### src/design/id_pkg.sv
package id_pkg;

  ////////////////////////////////////////////////////////////////////////////
  // Widths and instruction field positions
  ////////////////////////////////////////////////////////////////////////////

  localparam int XLEN       = 32;
  localparam int REG_ADDR_W = 5;

  // Low bit of each register field, every field is REG_ADDR_W wide
  localparam int REG_S1_LSB = 15;
  localparam int REG_S2_LSB = 20;
  localparam int REG_D_LSB  = 7;

  // Hardened control flow, each jump or branch goes to EX twice
  localparam int JMP_BCH_CYCLES = 2;
  localparam int MULTI_OP_CNT_W = 1;

  // Link value added to the PC by JAL and JALR
  localparam int PC_INCR = 4;

  typedef logic [REG_ADDR_W-1:0] rf_addr_t;

  ////////////////////////////////////////////////////////////////////////////
  // Encodings
  ////////////////////////////////////////////////////////////////////////////

  // RV32I major opcodes, bits 6:0 of the instruction
  typedef enum logic [6:0] {
    OPC_LOAD   = 7'h03,
    OPC_OPIMM  = 7'h13,
    OPC_AUIPC  = 7'h17,
    OPC_STORE  = 7'h23,
    OPC_OP     = 7'h33,
    OPC_LUI    = 7'h37,
    OPC_BRANCH = 7'h63,
    OPC_JALR   = 7'h67,
    OPC_JAL    = 7'h6f
  } opcode_e;

  // Arithmetic ops first, branch compares in the upper half
  typedef enum logic [3:0] {
    ALU_ADD, ALU_SUB, ALU_SLL, ALU_SLT, ALU_SLTU, ALU_XOR, ALU_SRL, ALU_SRA,
    ALU_OR, ALU_AND, ALU_EQ, ALU_NE, ALU_LT, ALU_GE, ALU_LTU, ALU_GEU
  } alu_op_e;

  // Source of a register operand
  typedef enum logic [1:0] {SEL_REGFILE, SEL_FW_EX, SEL_FW_WB} fw_sel_e;

  // Operand muxes, NONE keeps the old operand in the ID/EX register
  typedef enum logic [1:0] {OP_A_NONE, OP_A_REG, OP_A_PC, OP_A_ZERO} op_a_sel_e;
  typedef enum logic [1:0] {OP_B_NONE, OP_B_REG, OP_B_IMM} op_b_sel_e;
  typedef enum logic [1:0] {IMMB_I, IMMB_S, IMMB_U, IMMB_PCINCR} imm_b_sel_e;
  typedef enum logic [1:0] {OP_C_NONE, OP_C_REG, OP_C_BCH} op_c_sel_e;

  // Jump target source
  typedef enum logic {TGT_JAL, TGT_JALR} tgt_sel_e;

endpackage
### src/design/id_ctrl_if.sv
`timescale 1ns/1ns

// Decoded control bundle of the instruction in ID
interface id_ctrl_if;
  import id_pkg::*;

  // ALU control
  logic       alu_en;
  logic       alu_bch;
  logic       alu_jmp;
  logic       alu_jmpr;
  alu_op_e    alu_op;

  // Operand mux selects
  op_a_sel_e  op_a_sel;
  op_b_sel_e  op_b_sel;
  imm_b_sel_e imm_b_sel;
  op_c_sel_e  op_c_sel;
  tgt_sel_e   tgt_sel;

  // LSU control
  logic       lsu_en;
  logic       lsu_we;
  logic [1:0] lsu_size;
  logic       lsu_sext;

  // Write back and exception
  logic       rf_we;
  logic       illegal;

  modport dec  (output alu_en, alu_bch, alu_jmp, alu_jmpr, alu_op, op_a_sel, op_b_sel,
                imm_b_sel, op_c_sel, tgt_sel, lsu_en, lsu_we, lsu_size, lsu_sext,
                rf_we, illegal);
  modport opnd (input op_a_sel, op_b_sel, imm_b_sel, op_c_sel, tgt_sel);
  modport pipe (input alu_en, alu_bch, alu_jmp, alu_jmpr, alu_op, op_a_sel, op_b_sel,
                op_c_sel, lsu_en, lsu_we, lsu_size, lsu_sext, rf_we, illegal);
  modport flow (input alu_en, alu_bch, alu_jmp);

endinterface

### src/design/id_stage.sv
`timescale 1ns/1ns

module id_stage (
  input  logic                    clk,
  input  logic                    rst_n,
  input  logic                    instr_valid_i,
  input  logic [id_pkg::XLEN-1:0] instr_i,
  input  logic [id_pkg::XLEN-1:0] pc_i,
  input  logic                    kill_id_i,
  input  logic                    halt_id_i,
  input  logic                    ex_ready_i,
  input  id_pkg::fw_sel_e         fw_a_sel_i,
  input  id_pkg::fw_sel_e         fw_b_sel_i,
  input  logic [id_pkg::XLEN-1:0] rf_rdata_a_i,
  input  logic [id_pkg::XLEN-1:0] rf_rdata_b_i,
  input  logic [id_pkg::XLEN-1:0] rf_wdata_ex_i,
  input  logic [id_pkg::XLEN-1:0] rf_wdata_wb_i,
  output id_pkg::rf_addr_t        rf_raddr_a_o,
  output id_pkg::rf_addr_t        rf_raddr_b_o,
  output logic [1:0]              rf_re_o,
  output logic [id_pkg::XLEN-1:0] jmp_target_o,
  output logic                    id_ready_o,
  output logic                    id_valid_o,
  output logic                    ex_valid_o,
  output logic                    ex_alu_en_o,
  output logic                    ex_bch_o,
  output logic                    ex_jmp_o,
  output logic                    ex_lsu_en_o,
  output logic                    ex_lsu_we_o,
  output logic                    ex_lsu_sext_o,
  output logic                    ex_rf_we_o,
  output logic                    ex_illegal_o,
  output logic                    ex_first_op_o,
  output logic                    ex_last_op_o,
  output id_pkg::alu_op_e         ex_alu_op_o,
  output logic [1:0]              ex_lsu_size_o,
  output logic [id_pkg::XLEN-1:0] ex_operand_a_o,
  output logic [id_pkg::XLEN-1:0] ex_operand_b_o,
  output logic [id_pkg::XLEN-1:0] ex_operand_c_o,
  output logic [id_pkg::XLEN-1:0] ex_pc_o,
  output id_pkg::rf_addr_t        ex_rf_waddr_o
);
  import id_pkg::*;

  logic [XLEN-1:0] operand_a, operand_b, operand_c;
  rf_addr_t        rf_waddr;
  logic            first_op, last_op;
  logic            transfer;

  id_ctrl_if ctrl_if ();

  // Register fields
  assign rf_raddr_a_o = instr_i[REG_S1_LSB +: REG_ADDR_W];
  assign rf_raddr_b_o = instr_i[REG_S2_LSB +: REG_ADDR_W];
  assign rf_waddr     = instr_i[REG_D_LSB +: REG_ADDR_W];

  // Handshake with EX
  assign transfer = id_valid_o && ex_ready_i;

  id_decoder i_id_decoder (.instr_i(instr_i), .rf_re_o(rf_re_o), .ctrl(ctrl_if.dec));

  id_operands i_id_operands (
    .instr_i      (instr_i),       .pc_i         (pc_i),
    .rf_rdata_a_i (rf_rdata_a_i),  .rf_rdata_b_i (rf_rdata_b_i),
    .rf_wdata_ex_i(rf_wdata_ex_i), .rf_wdata_wb_i(rf_wdata_wb_i),
    .fw_a_sel_i   (fw_a_sel_i),    .fw_b_sel_i   (fw_b_sel_i),
    .ctrl         (ctrl_if.opnd),
    .operand_a_o  (operand_a),     .operand_b_o  (operand_b),
    .operand_c_o  (operand_c),     .jmp_target_o (jmp_target_o)
  );

  id_flow_ctrl i_id_flow_ctrl (
    .clk       (clk),        .rst_n        (rst_n),
    .instr_valid_i(instr_valid_i), .kill_id_i(kill_id_i),
    .halt_id_i (halt_id_i),  .ex_ready_i   (ex_ready_i),
    .ctrl      (ctrl_if.flow),
    .id_ready_o(id_ready_o), .id_valid_o   (id_valid_o),
    .first_op_o(first_op),   .last_op_o    (last_op)
  );

  id_ex_pipe i_id_ex_pipe (
    .clk           (clk),            .rst_n         (rst_n),
    .transfer_i    (transfer),       .ex_ready_i    (ex_ready_i),
    .ctrl          (ctrl_if.pipe),
    .operand_a_i   (operand_a),      .operand_b_i   (operand_b),
    .operand_c_i   (operand_c),      .pc_i          (pc_i),
    .rf_waddr_i    (rf_waddr),
    .first_op_i    (first_op),       .last_op_i     (last_op),
    .ex_valid_o    (ex_valid_o),     .ex_alu_en_o   (ex_alu_en_o),
    .ex_bch_o      (ex_bch_o),       .ex_jmp_o      (ex_jmp_o),
    .ex_lsu_en_o   (ex_lsu_en_o),    .ex_lsu_we_o   (ex_lsu_we_o),
    .ex_lsu_sext_o (ex_lsu_sext_o),  .ex_rf_we_o    (ex_rf_we_o),
    .ex_illegal_o  (ex_illegal_o),   .ex_first_op_o (ex_first_op_o),
    .ex_last_op_o  (ex_last_op_o),   .ex_alu_op_o   (ex_alu_op_o),
    .ex_lsu_size_o (ex_lsu_size_o),  .ex_operand_a_o(ex_operand_a_o),
    .ex_operand_b_o(ex_operand_b_o), .ex_operand_c_o(ex_operand_c_o),
    .ex_pc_o       (ex_pc_o),        .ex_rf_waddr_o (ex_rf_waddr_o)
  );

endmodule

### src/design/id_ex_pipe.sv
`timescale 1ns/1ns

module id_ex_pipe (
  input  logic                    clk,
  input  logic                    rst_n,
  input  logic                    transfer_i,
  input  logic                    ex_ready_i,
  id_ctrl_if.pipe                 ctrl,
  input  logic [id_pkg::XLEN-1:0] operand_a_i,
  input  logic [id_pkg::XLEN-1:0] operand_b_i,
  input  logic [id_pkg::XLEN-1:0] operand_c_i,
  input  logic [id_pkg::XLEN-1:0] pc_i,
  input  id_pkg::rf_addr_t        rf_waddr_i,
  input  logic                    first_op_i,
  input  logic                    last_op_i,
  output logic                    ex_valid_o,
  output logic                    ex_alu_en_o,
  output logic                    ex_bch_o,
  output logic                    ex_jmp_o,
  output logic                    ex_lsu_en_o,
  output logic                    ex_lsu_we_o,
  output logic                    ex_lsu_sext_o,
  output logic                    ex_rf_we_o,
  output logic                    ex_illegal_o,
  output logic                    ex_first_op_o,
  output logic                    ex_last_op_o,
  output id_pkg::alu_op_e         ex_alu_op_o,
  output logic [1:0]              ex_lsu_size_o,
  output logic [id_pkg::XLEN-1:0] ex_operand_a_o,
  output logic [id_pkg::XLEN-1:0] ex_operand_b_o,
  output logic [id_pkg::XLEN-1:0] ex_operand_c_o,
  output logic [id_pkg::XLEN-1:0] ex_pc_o,
  output id_pkg::rf_addr_t        ex_rf_waddr_o
);
  import id_pkg::*;

  always_ff @(posedge clk or negedge rst_n) begin
    if (!rst_n) begin
      ex_valid_o     <= 1'b0;
      ex_alu_en_o    <= 1'b0;
      ex_bch_o       <= 1'b0;
      ex_jmp_o       <= 1'b0;
      ex_alu_op_o    <= ALU_SLTU;
      ex_lsu_en_o    <= 1'b0;
      ex_lsu_we_o    <= 1'b0;
      ex_lsu_size_o  <= 2'b00;
      ex_lsu_sext_o  <= 1'b0;
      ex_rf_we_o     <= 1'b0;
      ex_rf_waddr_o  <= '0;
      ex_illegal_o   <= 1'b0;
      ex_first_op_o  <= 1'b0;
      ex_last_op_o   <= 1'b0;
      ex_operand_a_o <= '0;
      ex_operand_b_o <= '0;
      ex_operand_c_o <= '0;
      ex_pc_o        <= '0;
    end else if (transfer_i) begin
      ex_valid_o    <= 1'b1;
      ex_first_op_o <= first_op_i;
      ex_last_op_o  <= last_op_i;
      ex_pc_o       <= pc_i;
      ex_illegal_o  <= ctrl.illegal;

      // Operands only move when the instruction uses them
      if (ctrl.op_a_sel != OP_A_NONE) ex_operand_a_o <= operand_a_i;
      if (ctrl.op_b_sel != OP_B_NONE) ex_operand_b_o <= operand_b_i;
      if (ctrl.op_c_sel != OP_C_NONE) ex_operand_c_o <= operand_c_i;

      ex_alu_en_o <= ctrl.alu_en;
      if (ctrl.alu_en) begin
        ex_alu_op_o <= ctrl.alu_op;
        ex_bch_o    <= ctrl.alu_bch;
        // JALR counts as a jump too
        ex_jmp_o    <= ctrl.alu_jmp || ctrl.alu_jmpr;
      end

      ex_lsu_en_o <= ctrl.lsu_en;
      if (ctrl.lsu_en) begin
        ex_lsu_we_o   <= ctrl.lsu_we;
        ex_lsu_size_o <= ctrl.lsu_size;
        ex_lsu_sext_o <= ctrl.lsu_sext;
      end

      ex_rf_we_o <= ctrl.rf_we;
      if (ctrl.rf_we) ex_rf_waddr_o <= rf_waddr_i;
    end else if (ex_ready_i) begin
      // EX took the last entry, leave a bubble
      ex_valid_o <= 1'b0;
    end
  end

endmodule

### src/design/id_flow_ctrl.sv
`timescale 1ns/1ns

module id_flow_ctrl (
  input  logic   clk,
  input  logic   rst_n,
  input  logic   instr_valid_i,
  input  logic   kill_id_i,
  input  logic   halt_id_i,
  input  logic   ex_ready_i,
  id_ctrl_if.flow ctrl,
  output logic   id_ready_o,
  output logic   id_valid_o,
  output logic   first_op_o,
  output logic   last_op_o
);
  import id_pkg::*;

  logic                      jmp_bch;
  logic [MULTI_OP_CNT_W-1:0] op_cnt;
  logic                      multi_op_stall;

  assign jmp_bch = ctrl.alu_en && (ctrl.alu_jmp || ctrl.alu_bch);

  // Single op instructions are both first and last
  assign first_op_o = jmp_bch ? (op_cnt == '0) : 1'b1;
  assign last_op_o  = jmp_bch ? (op_cnt == MULTI_OP_CNT_W'(JMP_BCH_CYCLES - 1)) : 1'b1;

  // Hold the instruction in ID until its last op goes out
  assign multi_op_stall = !last_op_o && instr_valid_i;

  assign id_ready_o = kill_id_i || (!multi_op_stall && ex_ready_i && !halt_id_i);
  assign id_valid_o = (instr_valid_i && !kill_id_i && !halt_id_i) ||
                      (multi_op_stall && !kill_id_i && !halt_id_i);

  // Ops sent for the current jump or branch
  always_ff @(posedge clk or negedge rst_n) begin
    if (!rst_n) begin
      op_cnt <= '0;
    end else if (kill_id_i) begin
      op_cnt <= '0;
    end else if (id_valid_o && ex_ready_i) begin
      // Wrap after the last op
      op_cnt <= last_op_o ? '0 : op_cnt + MULTI_OP_CNT_W'(1);
    end
  end

endmodule

### src/design/id_operands.sv
`timescale 1ns/1ns

module id_operands (
  input  logic [id_pkg::XLEN-1:0] instr_i,
  input  logic [id_pkg::XLEN-1:0] pc_i,
  input  logic [id_pkg::XLEN-1:0] rf_rdata_a_i,
  input  logic [id_pkg::XLEN-1:0] rf_rdata_b_i,
  input  logic [id_pkg::XLEN-1:0] rf_wdata_ex_i,
  input  logic [id_pkg::XLEN-1:0] rf_wdata_wb_i,
  input  id_pkg::fw_sel_e         fw_a_sel_i,
  input  id_pkg::fw_sel_e         fw_b_sel_i,
  id_ctrl_if.opnd                 ctrl,
  output logic [id_pkg::XLEN-1:0] operand_a_o,
  output logic [id_pkg::XLEN-1:0] operand_b_o,
  output logic [id_pkg::XLEN-1:0] operand_c_o,
  output logic [id_pkg::XLEN-1:0] jmp_target_o
);
  import id_pkg::*;

  logic [XLEN-1:0] imm_i, imm_s, imm_sb, imm_u, imm_j;
  logic [XLEN-1:0] imm_op_b;
  logic [XLEN-1:0] rs1_fw, rs2_fw;
  logic [XLEN-1:0] bch_target;
  logic [XLEN-1:0] jalr_sum;

  // Register file value or a result still in flight
  function automatic logic [XLEN-1:0] fw_mux(fw_sel_e sel, logic [XLEN-1:0] rf,
                                             logic [XLEN-1:0] ex, logic [XLEN-1:0] wb);
    case (sel)
      SEL_FW_EX: return ex;
      SEL_FW_WB: return wb;
      default:   return rf;
    endcase
  endfunction

  // Sign extended immediates
  assign imm_i  = {{20{instr_i[31]}}, instr_i[31:20]};
  assign imm_s  = {{20{instr_i[31]}}, instr_i[31:25], instr_i[11:7]};
  assign imm_sb = {{19{instr_i[31]}}, instr_i[31], instr_i[7], instr_i[30:25],
                   instr_i[11:8], 1'b0};
  assign imm_u  = {instr_i[31:12], 12'b0};
  assign imm_j  = {{12{instr_i[31]}}, instr_i[19:12], instr_i[20], instr_i[30:21], 1'b0};

  // JALR reads the same forwarded rs1 as operand A
  assign rs1_fw = fw_mux(fw_a_sel_i, rf_rdata_a_i, rf_wdata_ex_i, rf_wdata_wb_i);
  assign rs2_fw = fw_mux(fw_b_sel_i, rf_rdata_b_i, rf_wdata_ex_i, rf_wdata_wb_i);

  always_comb begin
    case (ctrl.imm_b_sel)
      IMMB_S:      imm_op_b = imm_s;
      IMMB_U:      imm_op_b = imm_u;
      IMMB_PCINCR: imm_op_b = XLEN'(PC_INCR);
      default:     imm_op_b = imm_i;
    endcase

    case (ctrl.op_a_sel)
      OP_A_PC:   operand_a_o = pc_i;
      OP_A_ZERO: operand_a_o = '0;
      default:   operand_a_o = rs1_fw;
    endcase
  end

  assign operand_b_o = (ctrl.op_b_sel == OP_B_IMM) ? imm_op_b : rs2_fw;

  // Branch target rides to EX in operand C
  assign bch_target  = pc_i + imm_sb;
  assign operand_c_o = (ctrl.op_c_sel == OP_C_BCH) ? bch_target : rs2_fw;

  ////////////////////////////////////////////////////////////////////////////
  // Jump target
  ////////////////////////////////////////////////////////////////////////////

  // Bit 0 of the JALR sum is dropped
  assign jalr_sum     = rs1_fw + imm_i;
  assign jmp_target_o = (ctrl.tgt_sel == TGT_JALR) ? {jalr_sum[XLEN-1:1], 1'b0}
                                                   : pc_i + imm_j;

endmodule

### src/design/id_decoder.sv
`timescale 1ns/1ns

module id_decoder (
  input  logic [id_pkg::XLEN-1:0] instr_i,
  output logic [1:0]              rf_re_o,
  id_ctrl_if.dec                  ctrl
);
  import id_pkg::*;

  opcode_e    opcode;
  logic [2:0] funct3;
  logic [6:0] funct7;
  logic [1:0] rf_re;

  assign opcode = opcode_e'(instr_i[6:0]);
  assign funct3 = instr_i[14:12];
  assign funct7 = instr_i[31:25];

  always_comb begin
    // Defaults, nothing enabled
    ctrl.alu_en    = 1'b0;
    ctrl.alu_bch   = 1'b0;
    ctrl.alu_jmp   = 1'b0;
    ctrl.alu_jmpr  = 1'b0;
    ctrl.alu_op    = ALU_ADD;
    ctrl.op_a_sel  = OP_A_NONE;
    ctrl.op_b_sel  = OP_B_NONE;
    ctrl.imm_b_sel = IMMB_I;
    ctrl.op_c_sel  = OP_C_NONE;
    ctrl.tgt_sel   = TGT_JAL;
    ctrl.lsu_en    = 1'b0;
    ctrl.lsu_we    = 1'b0;
    ctrl.lsu_size  = funct3[1:0];
    ctrl.lsu_sext  = !funct3[2];
    ctrl.rf_we     = 1'b0;
    ctrl.illegal   = 1'b0;
    rf_re          = 2'b00;

    case (opcode)
      OPC_OP: begin
        ctrl.alu_en = 1'b1; ctrl.rf_we = 1'b1; rf_re = 2'b11;
        ctrl.op_a_sel = OP_A_REG;
        ctrl.op_b_sel = OP_B_REG;
        // funct7 picks SUB and SRA
        case ({funct7, funct3})
          {7'h00, 3'b000}: ctrl.alu_op = ALU_ADD;
          {7'h20, 3'b000}: ctrl.alu_op = ALU_SUB;
          {7'h00, 3'b001}: ctrl.alu_op = ALU_SLL;
          {7'h00, 3'b010}: ctrl.alu_op = ALU_SLT;
          {7'h00, 3'b011}: ctrl.alu_op = ALU_SLTU;
          {7'h00, 3'b100}: ctrl.alu_op = ALU_XOR;
          {7'h00, 3'b101}: ctrl.alu_op = ALU_SRL;
          {7'h20, 3'b101}: ctrl.alu_op = ALU_SRA;
          {7'h00, 3'b110}: ctrl.alu_op = ALU_OR;
          {7'h00, 3'b111}: ctrl.alu_op = ALU_AND;
          default:         ctrl.illegal = 1'b1;
        endcase
      end
      OPC_OPIMM: begin
        ctrl.alu_en = 1'b1; ctrl.rf_we = 1'b1; rf_re = 2'b01;
        ctrl.op_a_sel = OP_A_REG;
        ctrl.op_b_sel = OP_B_IMM;
        case (funct3)
          3'b000: ctrl.alu_op = ALU_ADD;
          3'b010: ctrl.alu_op = ALU_SLT;
          3'b011: ctrl.alu_op = ALU_SLTU;
          3'b100: ctrl.alu_op = ALU_XOR;
          3'b110: ctrl.alu_op = ALU_OR;
          3'b111: ctrl.alu_op = ALU_AND;
          // Shifts by immediate keep the funct7 check
          3'b001: begin
            ctrl.alu_op  = ALU_SLL;
            ctrl.illegal = (funct7 != 7'h00);
          end
          default: begin
            ctrl.alu_op  = (funct7 == 7'h20) ? ALU_SRA : ALU_SRL;
            ctrl.illegal = (funct7 != 7'h00) && (funct7 != 7'h20);
          end
        endcase
      end
      OPC_LUI, OPC_AUIPC: begin
        ctrl.alu_en = 1'b1; ctrl.rf_we = 1'b1;
        ctrl.op_a_sel  = (opcode == OPC_LUI) ? OP_A_ZERO : OP_A_PC;
        ctrl.op_b_sel  = OP_B_IMM;
        ctrl.imm_b_sel = IMMB_U;
      end
      OPC_JAL, OPC_JALR: begin
        // Link value PC + 4 is computed in the ALU
        ctrl.alu_en = 1'b1; ctrl.alu_jmp = 1'b1; ctrl.rf_we = 1'b1;
        ctrl.op_a_sel  = OP_A_PC;
        ctrl.op_b_sel  = OP_B_IMM;
        ctrl.imm_b_sel = IMMB_PCINCR;
        if (opcode == OPC_JALR) begin
          ctrl.alu_jmpr = 1'b1; ctrl.tgt_sel = TGT_JALR; rf_re = 2'b01;
          ctrl.illegal  = (funct3 != 3'b000);
        end
      end
      OPC_BRANCH: begin
        ctrl.alu_en = 1'b1; ctrl.alu_bch = 1'b1; rf_re = 2'b11;
        ctrl.op_a_sel = OP_A_REG;
        ctrl.op_b_sel = OP_B_REG;
        ctrl.op_c_sel = OP_C_BCH;
        case (funct3)
          3'b000:  ctrl.alu_op = ALU_EQ;
          3'b001:  ctrl.alu_op = ALU_NE;
          3'b100:  ctrl.alu_op = ALU_LT;
          3'b101:  ctrl.alu_op = ALU_GE;
          3'b110:  ctrl.alu_op = ALU_LTU;
          3'b111:  ctrl.alu_op = ALU_GEU;
          default: ctrl.illegal = 1'b1;
        endcase
      end
      OPC_LOAD: begin
        // LB, LH, LW, LBU, LHU only
        ctrl.lsu_en = 1'b1; ctrl.rf_we = 1'b1; rf_re = 2'b01;
        ctrl.op_a_sel = OP_A_REG;
        ctrl.op_b_sel = OP_B_IMM;
        ctrl.illegal  = (funct3[1:0] == 2'b11) || (funct3 == 3'b110);
      end
      OPC_STORE: begin
        ctrl.lsu_en = 1'b1; ctrl.lsu_we = 1'b1; rf_re = 2'b11;
        ctrl.op_a_sel  = OP_A_REG;
        ctrl.op_b_sel  = OP_B_IMM;
        ctrl.imm_b_sel = IMMB_S;
        ctrl.op_c_sel  = OP_C_REG;
        ctrl.illegal   = funct3[2] || (funct3[1:0] == 2'b11);
      end
      default: ctrl.illegal = 1'b1;
    endcase

    // Illegal encodings do no work in EX
    if (ctrl.illegal) begin
      ctrl.alu_en  = 1'b0; ctrl.alu_bch = 1'b0; ctrl.alu_jmp = 1'b0;
      ctrl.alu_jmpr = 1'b0; ctrl.lsu_en = 1'b0; ctrl.lsu_we = 1'b0;
      ctrl.rf_we   = 1'b0;
    end
  end

  // Read both sources for an illegal instruction
  assign rf_re_o = ctrl.illegal ? 2'b11 : rf_re;

endmodule

### config.mk
export PLATFORM = sky130hd
export DESIGN_NAME = id_stage
export DESIGN_NICKNAME = d
export VERILOG_FILES = /design/src/design/id_pkg.sv /design/src/design/id_ctrl_if.sv /design/src/design/id_stage.sv /design/src/design/id_ex_pipe.sv /design/src/design/id_flow_ctrl.sv /design/src/design/id_operands.sv /design/src/design/id_decoder.sv
export SDC_FILE = /design/constraint.sdc
export NUM_CORES = 1
export LEC_CHECK = 0
export BUFFER_PORTS_ARGS = -buffer_cell sky130_fd_sc_hd__buf_2
export CORE_MARGIN = 2
export CORE_UTILIZATION = 53
export CTS_BUF_LIST = sky130_fd_sc_hd__clkbuf_2
export DETAILED_ROUTE_END_ITERATION = 10
export PLACE_DENSITY_LB_ADDON = 0.12
export SLEW_MARGIN = 20
export SYNTH_ARGS = -nofsm -noshare
export SYNTH_HDL_FRONTEND = slang
export SYNTH_SLANG_ARGS = --single-unit
### constraint.sdc
create_clock -name clk -period 12.2 [get_ports clk]
set_input_delay 2.44 -clock clk [delete_from_list [all_inputs] [get_ports clk]]
set_output_delay 2.44 -clock clk [all_outputs]
set_load 0.05 [all_outputs]
==> results.cfg <==
[clocking]
clk_pin_slew_ns = 0.28
cts-root-buf = clkbuf_2
cts_resized = 0
htree_num_levels = 4
tritoncts = built
cts_buffers = 17
hold_buffers = 0
cts.sinks = 151
worstSkewPairLatency_ns = 0.79
cts_buffer_depth = 2
post_cts_buffers = 0

[floorplan]
die_width_um = 157
start_util_pct = 53.4
core-area_um2 = 23300
die_h_um = 157
num_rows = 56
io_pins = 398
die_area_um2 = 24700

[critical_path]
critPathArrivalTime_ns = 6.79
cp_num_buf_inv = 4
cp-end-kind = output pin
path_cells = buf_2 > inv_1 > ha_1 > buf_4 > a221oi_1 > nor2_1 > and2_1 > fa_1 > a21oi_1 > o21ai_0 > a21oi_1 > o21ai_0 > o21a_1 > a211o_1 > a31oi_1 > xnor2_1 > nor2_1 > a21oi_1 > buf_2
slowest_delay_ns = 0.41
timing.rr.end = i_id_flow_ctrl.op_cnt
r2r_start = i_id_flow_ctrl.op_cnt
crit_top_cell = a21oi_1
reg2regPathDepth = 2
critPathTopFamily = compound AO/OA/AOI/OAI gates
required_ns = 9.76
r2r_slack_ns = 11.26
slowest_stage = a221oi_1
cp-start-kind = input pin
path_class = input pin to output pin
cp_num_cells = 19
crit_fanout = 64

[global_routing]
grt_overflow = 0
grt_pass1_wl_um = 75300
grt_antenna_before_repair = 5
grt_usage_pct = 40.5
grt_pass1_vias = 13100
grt_start_max_net_pins = 91

[route]
via_per_inst = 6.18
finalWirelength_um = 51100
drt_first_iter_violations = 1219
wire_per_inst_um = 22.3
ant_nets = 0
drt_pre_antenna_iters = 8
num_vias = 14200
drc = 0

[worst_hold_path]
hold_depth = 2
holdPathEnd = i_id_ex_pipe.ex_operand_c_o[20]
min_from = i_id_ex_pipe.ex_operand_c_o[20]
hold_class = flip-flop to flip-flop

[pwr]
power_uw = 1790
irDropWorstVdd_v = 0.0000978
power_density_nw_per_um2 = 121
p_leak_uw = 0.00762

[logic_synthesis]
synthesis.nets = 1921
ys_warn_count = 0
syn_area_um2 = 12400
synth_cells = 1635
synthArstFlopShare_pct = 100
synth-edff-count = 0
yosysSeqAreaShare_pct = 30.4
synth_most_common_cell = nand2_1
ys.flop_type = dfrtp_1
synth_top_area_share_pct = 30.2
avgSynthCellArea_um2 = 7.60
synthTopCellsByArea = dfrtp_1, nand2_1, ha_1
synth_top_area_cell = dfrtp_1
synthTopCellsByCount = nand2_1, o21ai_0, a21oi_1, dfrtp_1, nor2_1
synth_cell_type_count = 62
ys_ff_latch = 151

[layout]
drive_above_1_share_pct = 24.5
area_delta_synth_final_pct = 19.1
nNetsFinal = 2239

[timing]
setup_viol = 0
fin_setup_tns_ns = 0
rsz0062_at_grt = false
worstMarginPinSlew_ns = 1.16
clock_skew_ns = 0.0166
finalMaxSlewViolations = 0
hold_viol_final = 0
fin_crit_sh_pct = 75.7
finalCriticalPeriod_ns = 9.23
fmaxAchievable_ghz = 0.108
max-slew-margin-rel_pct = 22.4

[placement]
io_buffers = 397
dp_hpwl_um = 39500
gp_congestion = 1.05

[outcome]
status = finished, final reports clean

[flow_run]
cap_violations = 0
[flip-flops by register name, indices dropped and copies added (netlist names)]
register / count
i_id_ex_pipe.ex_lsu_size_o: 2
i_id_flow_ctrl.op_cnt: 1
i_id_ex_pipe.ex_operand_c_o: 32
i_id_ex_pipe.ex_rf_waddr_o: 5
i_id_ex_pipe.ex_last_op_o: 1
i_id_ex_pipe.ex_first_op_o: 1
i_id_ex_pipe.ex_bch_o: 1
i_id_ex_pipe.ex_lsu_en_o: 1
i_id_ex_pipe.ex_alu_en_o: 1
i_id_ex_pipe.ex_valid_o: 1
i_id_ex_pipe.ex_operand_a_o: 32
i_id_ex_pipe.ex_alu_op_o: 4
i_id_ex_pipe.ex_pc_o: 32
i_id_ex_pipe.ex_rf_we_o: 1
i_id_ex_pipe.ex_jmp_o: 1
i_id_ex_pipe.ex_lsu_we_o: 1
i_id_ex_pipe.ex_illegal_o: 1
i_id_ex_pipe.ex_lsu_sext_o: 1
i_id_ex_pipe.ex_operand_b_o: 32
[per-layer routing]
metal	track usage (%)	vias to the layer above	routed length (um)
li1	-	6495	-
met1	49.3	6665	19800
met2	66.3	829	23500
met3	7.71	171	4470
met4	25.2	0	3430
met5	0	-	0
[area by class of cell]
type,count,area [um^2]
fillers,2193,8470
multi-input cells,1331,8070
flip-flops and latches,151,3780
repair buffers,411,2100
well taps,319,399
clock inverters,15,195
inverters,41,154
clock buffers,17,85.1
diodes,6,15.0
[cells in the final DEF (no fill, tap or decap), types with 4 or more instances in the layout]
cell type	count
buf_4	14
nand2_1	304
nand3_1	26
nand4_1	7
a31oi_1	20
buf_2	396
or3_1	11
xor2_1	32
o21ai_0	185
clkbuf_2	17
a211o_1	7
diode_2	6
mux2i_1	4
dfrtp_1	150
o21bai_1	14
xnor2_1	49
a21o_1	40
o22ai_1	6
a21oi_1	150
and3_1	16
inv_1	41
nor3_1	11
inv_8	5
nor2_1	122
o211ai_1	5
nor2b_1	12
nand2b_1	11
ha_1	79
a22oi_1	113
clkinv_8	4
o21a_1	9
mux2_2	12
a31o_2	4
mux2_4	4
a221oi_1	6
or2_2	4
a211oi_1	16
[worst max-delay path by stage]
| stage | slack [ns] | endpoint | from |
|---|---|---|---|
| 2_1_floorplan | 3.39 | jmp_target_o[28] | fw_a_sel_i[0] |
| 3_3_place_gp | 3.17 | jmp_target_o[30] | fw_a_sel_i[0] |
| 3_5_place_dp | 3.09 | jmp_target_o[30] | fw_a_sel_i[0] |
| 4_1_cts | 3.07 | jmp_target_o[30] | fw_a_sel_i[0] |
| 5_1_grt | 2.63 | jmp_target_o[30] | fw_a_sel_i[0] |
| 6_report | 2.97 | jmp_target_o[30] | fw_a_sel_i[0] |
[power by group]
part / switching (uW) / internal [uW]
combinational: 620 / 251
clock: 248 / 91.8
sequential: 27.3 / 549
[worst min-delay path: stages, from the launching register on]
cell     delay [ns]
dfrtp_1        0.41
nand2_1        0.05
nand2_1        0.05
[cells by family after synthesis]
kind of cell | count (synthesis) | synth area share [%]
compound gates | 604 | 29.8
xor+xnor | 81 | 5.71
fa+ha+maj | 84 | 8.64
buf+inv | 153 | 5.01
flops | 151 | 30.4
mux | 20 | 1.89
simple gates | 542 | 18.5
[stage by stage]
| step | utilization, % | hold slack [ns] | instances | worst slack [ns] | area (um^2) |
|---|---|---|---|---|---|
| after global routing | 63.6 | 0.530 | 2288 | 2.63 | 14800 |
| after floorplan | - | 0.531 | 1635 | 3.39 | 12400 |
| after CTS | 63.5 | 0.508 | 2285 | 3.07 | 14800 |
| final | 63.6 | 0.504 | 2291 | 2.97 | 14800 |
| after detailed placement | 62.3 | 0.453 | 2253 | 3.09 | 14500 |
| after global placement | 62.3 | 0.447 | 2253 | 3.17 | 14500 |
(Power assumes the default switching activity.)
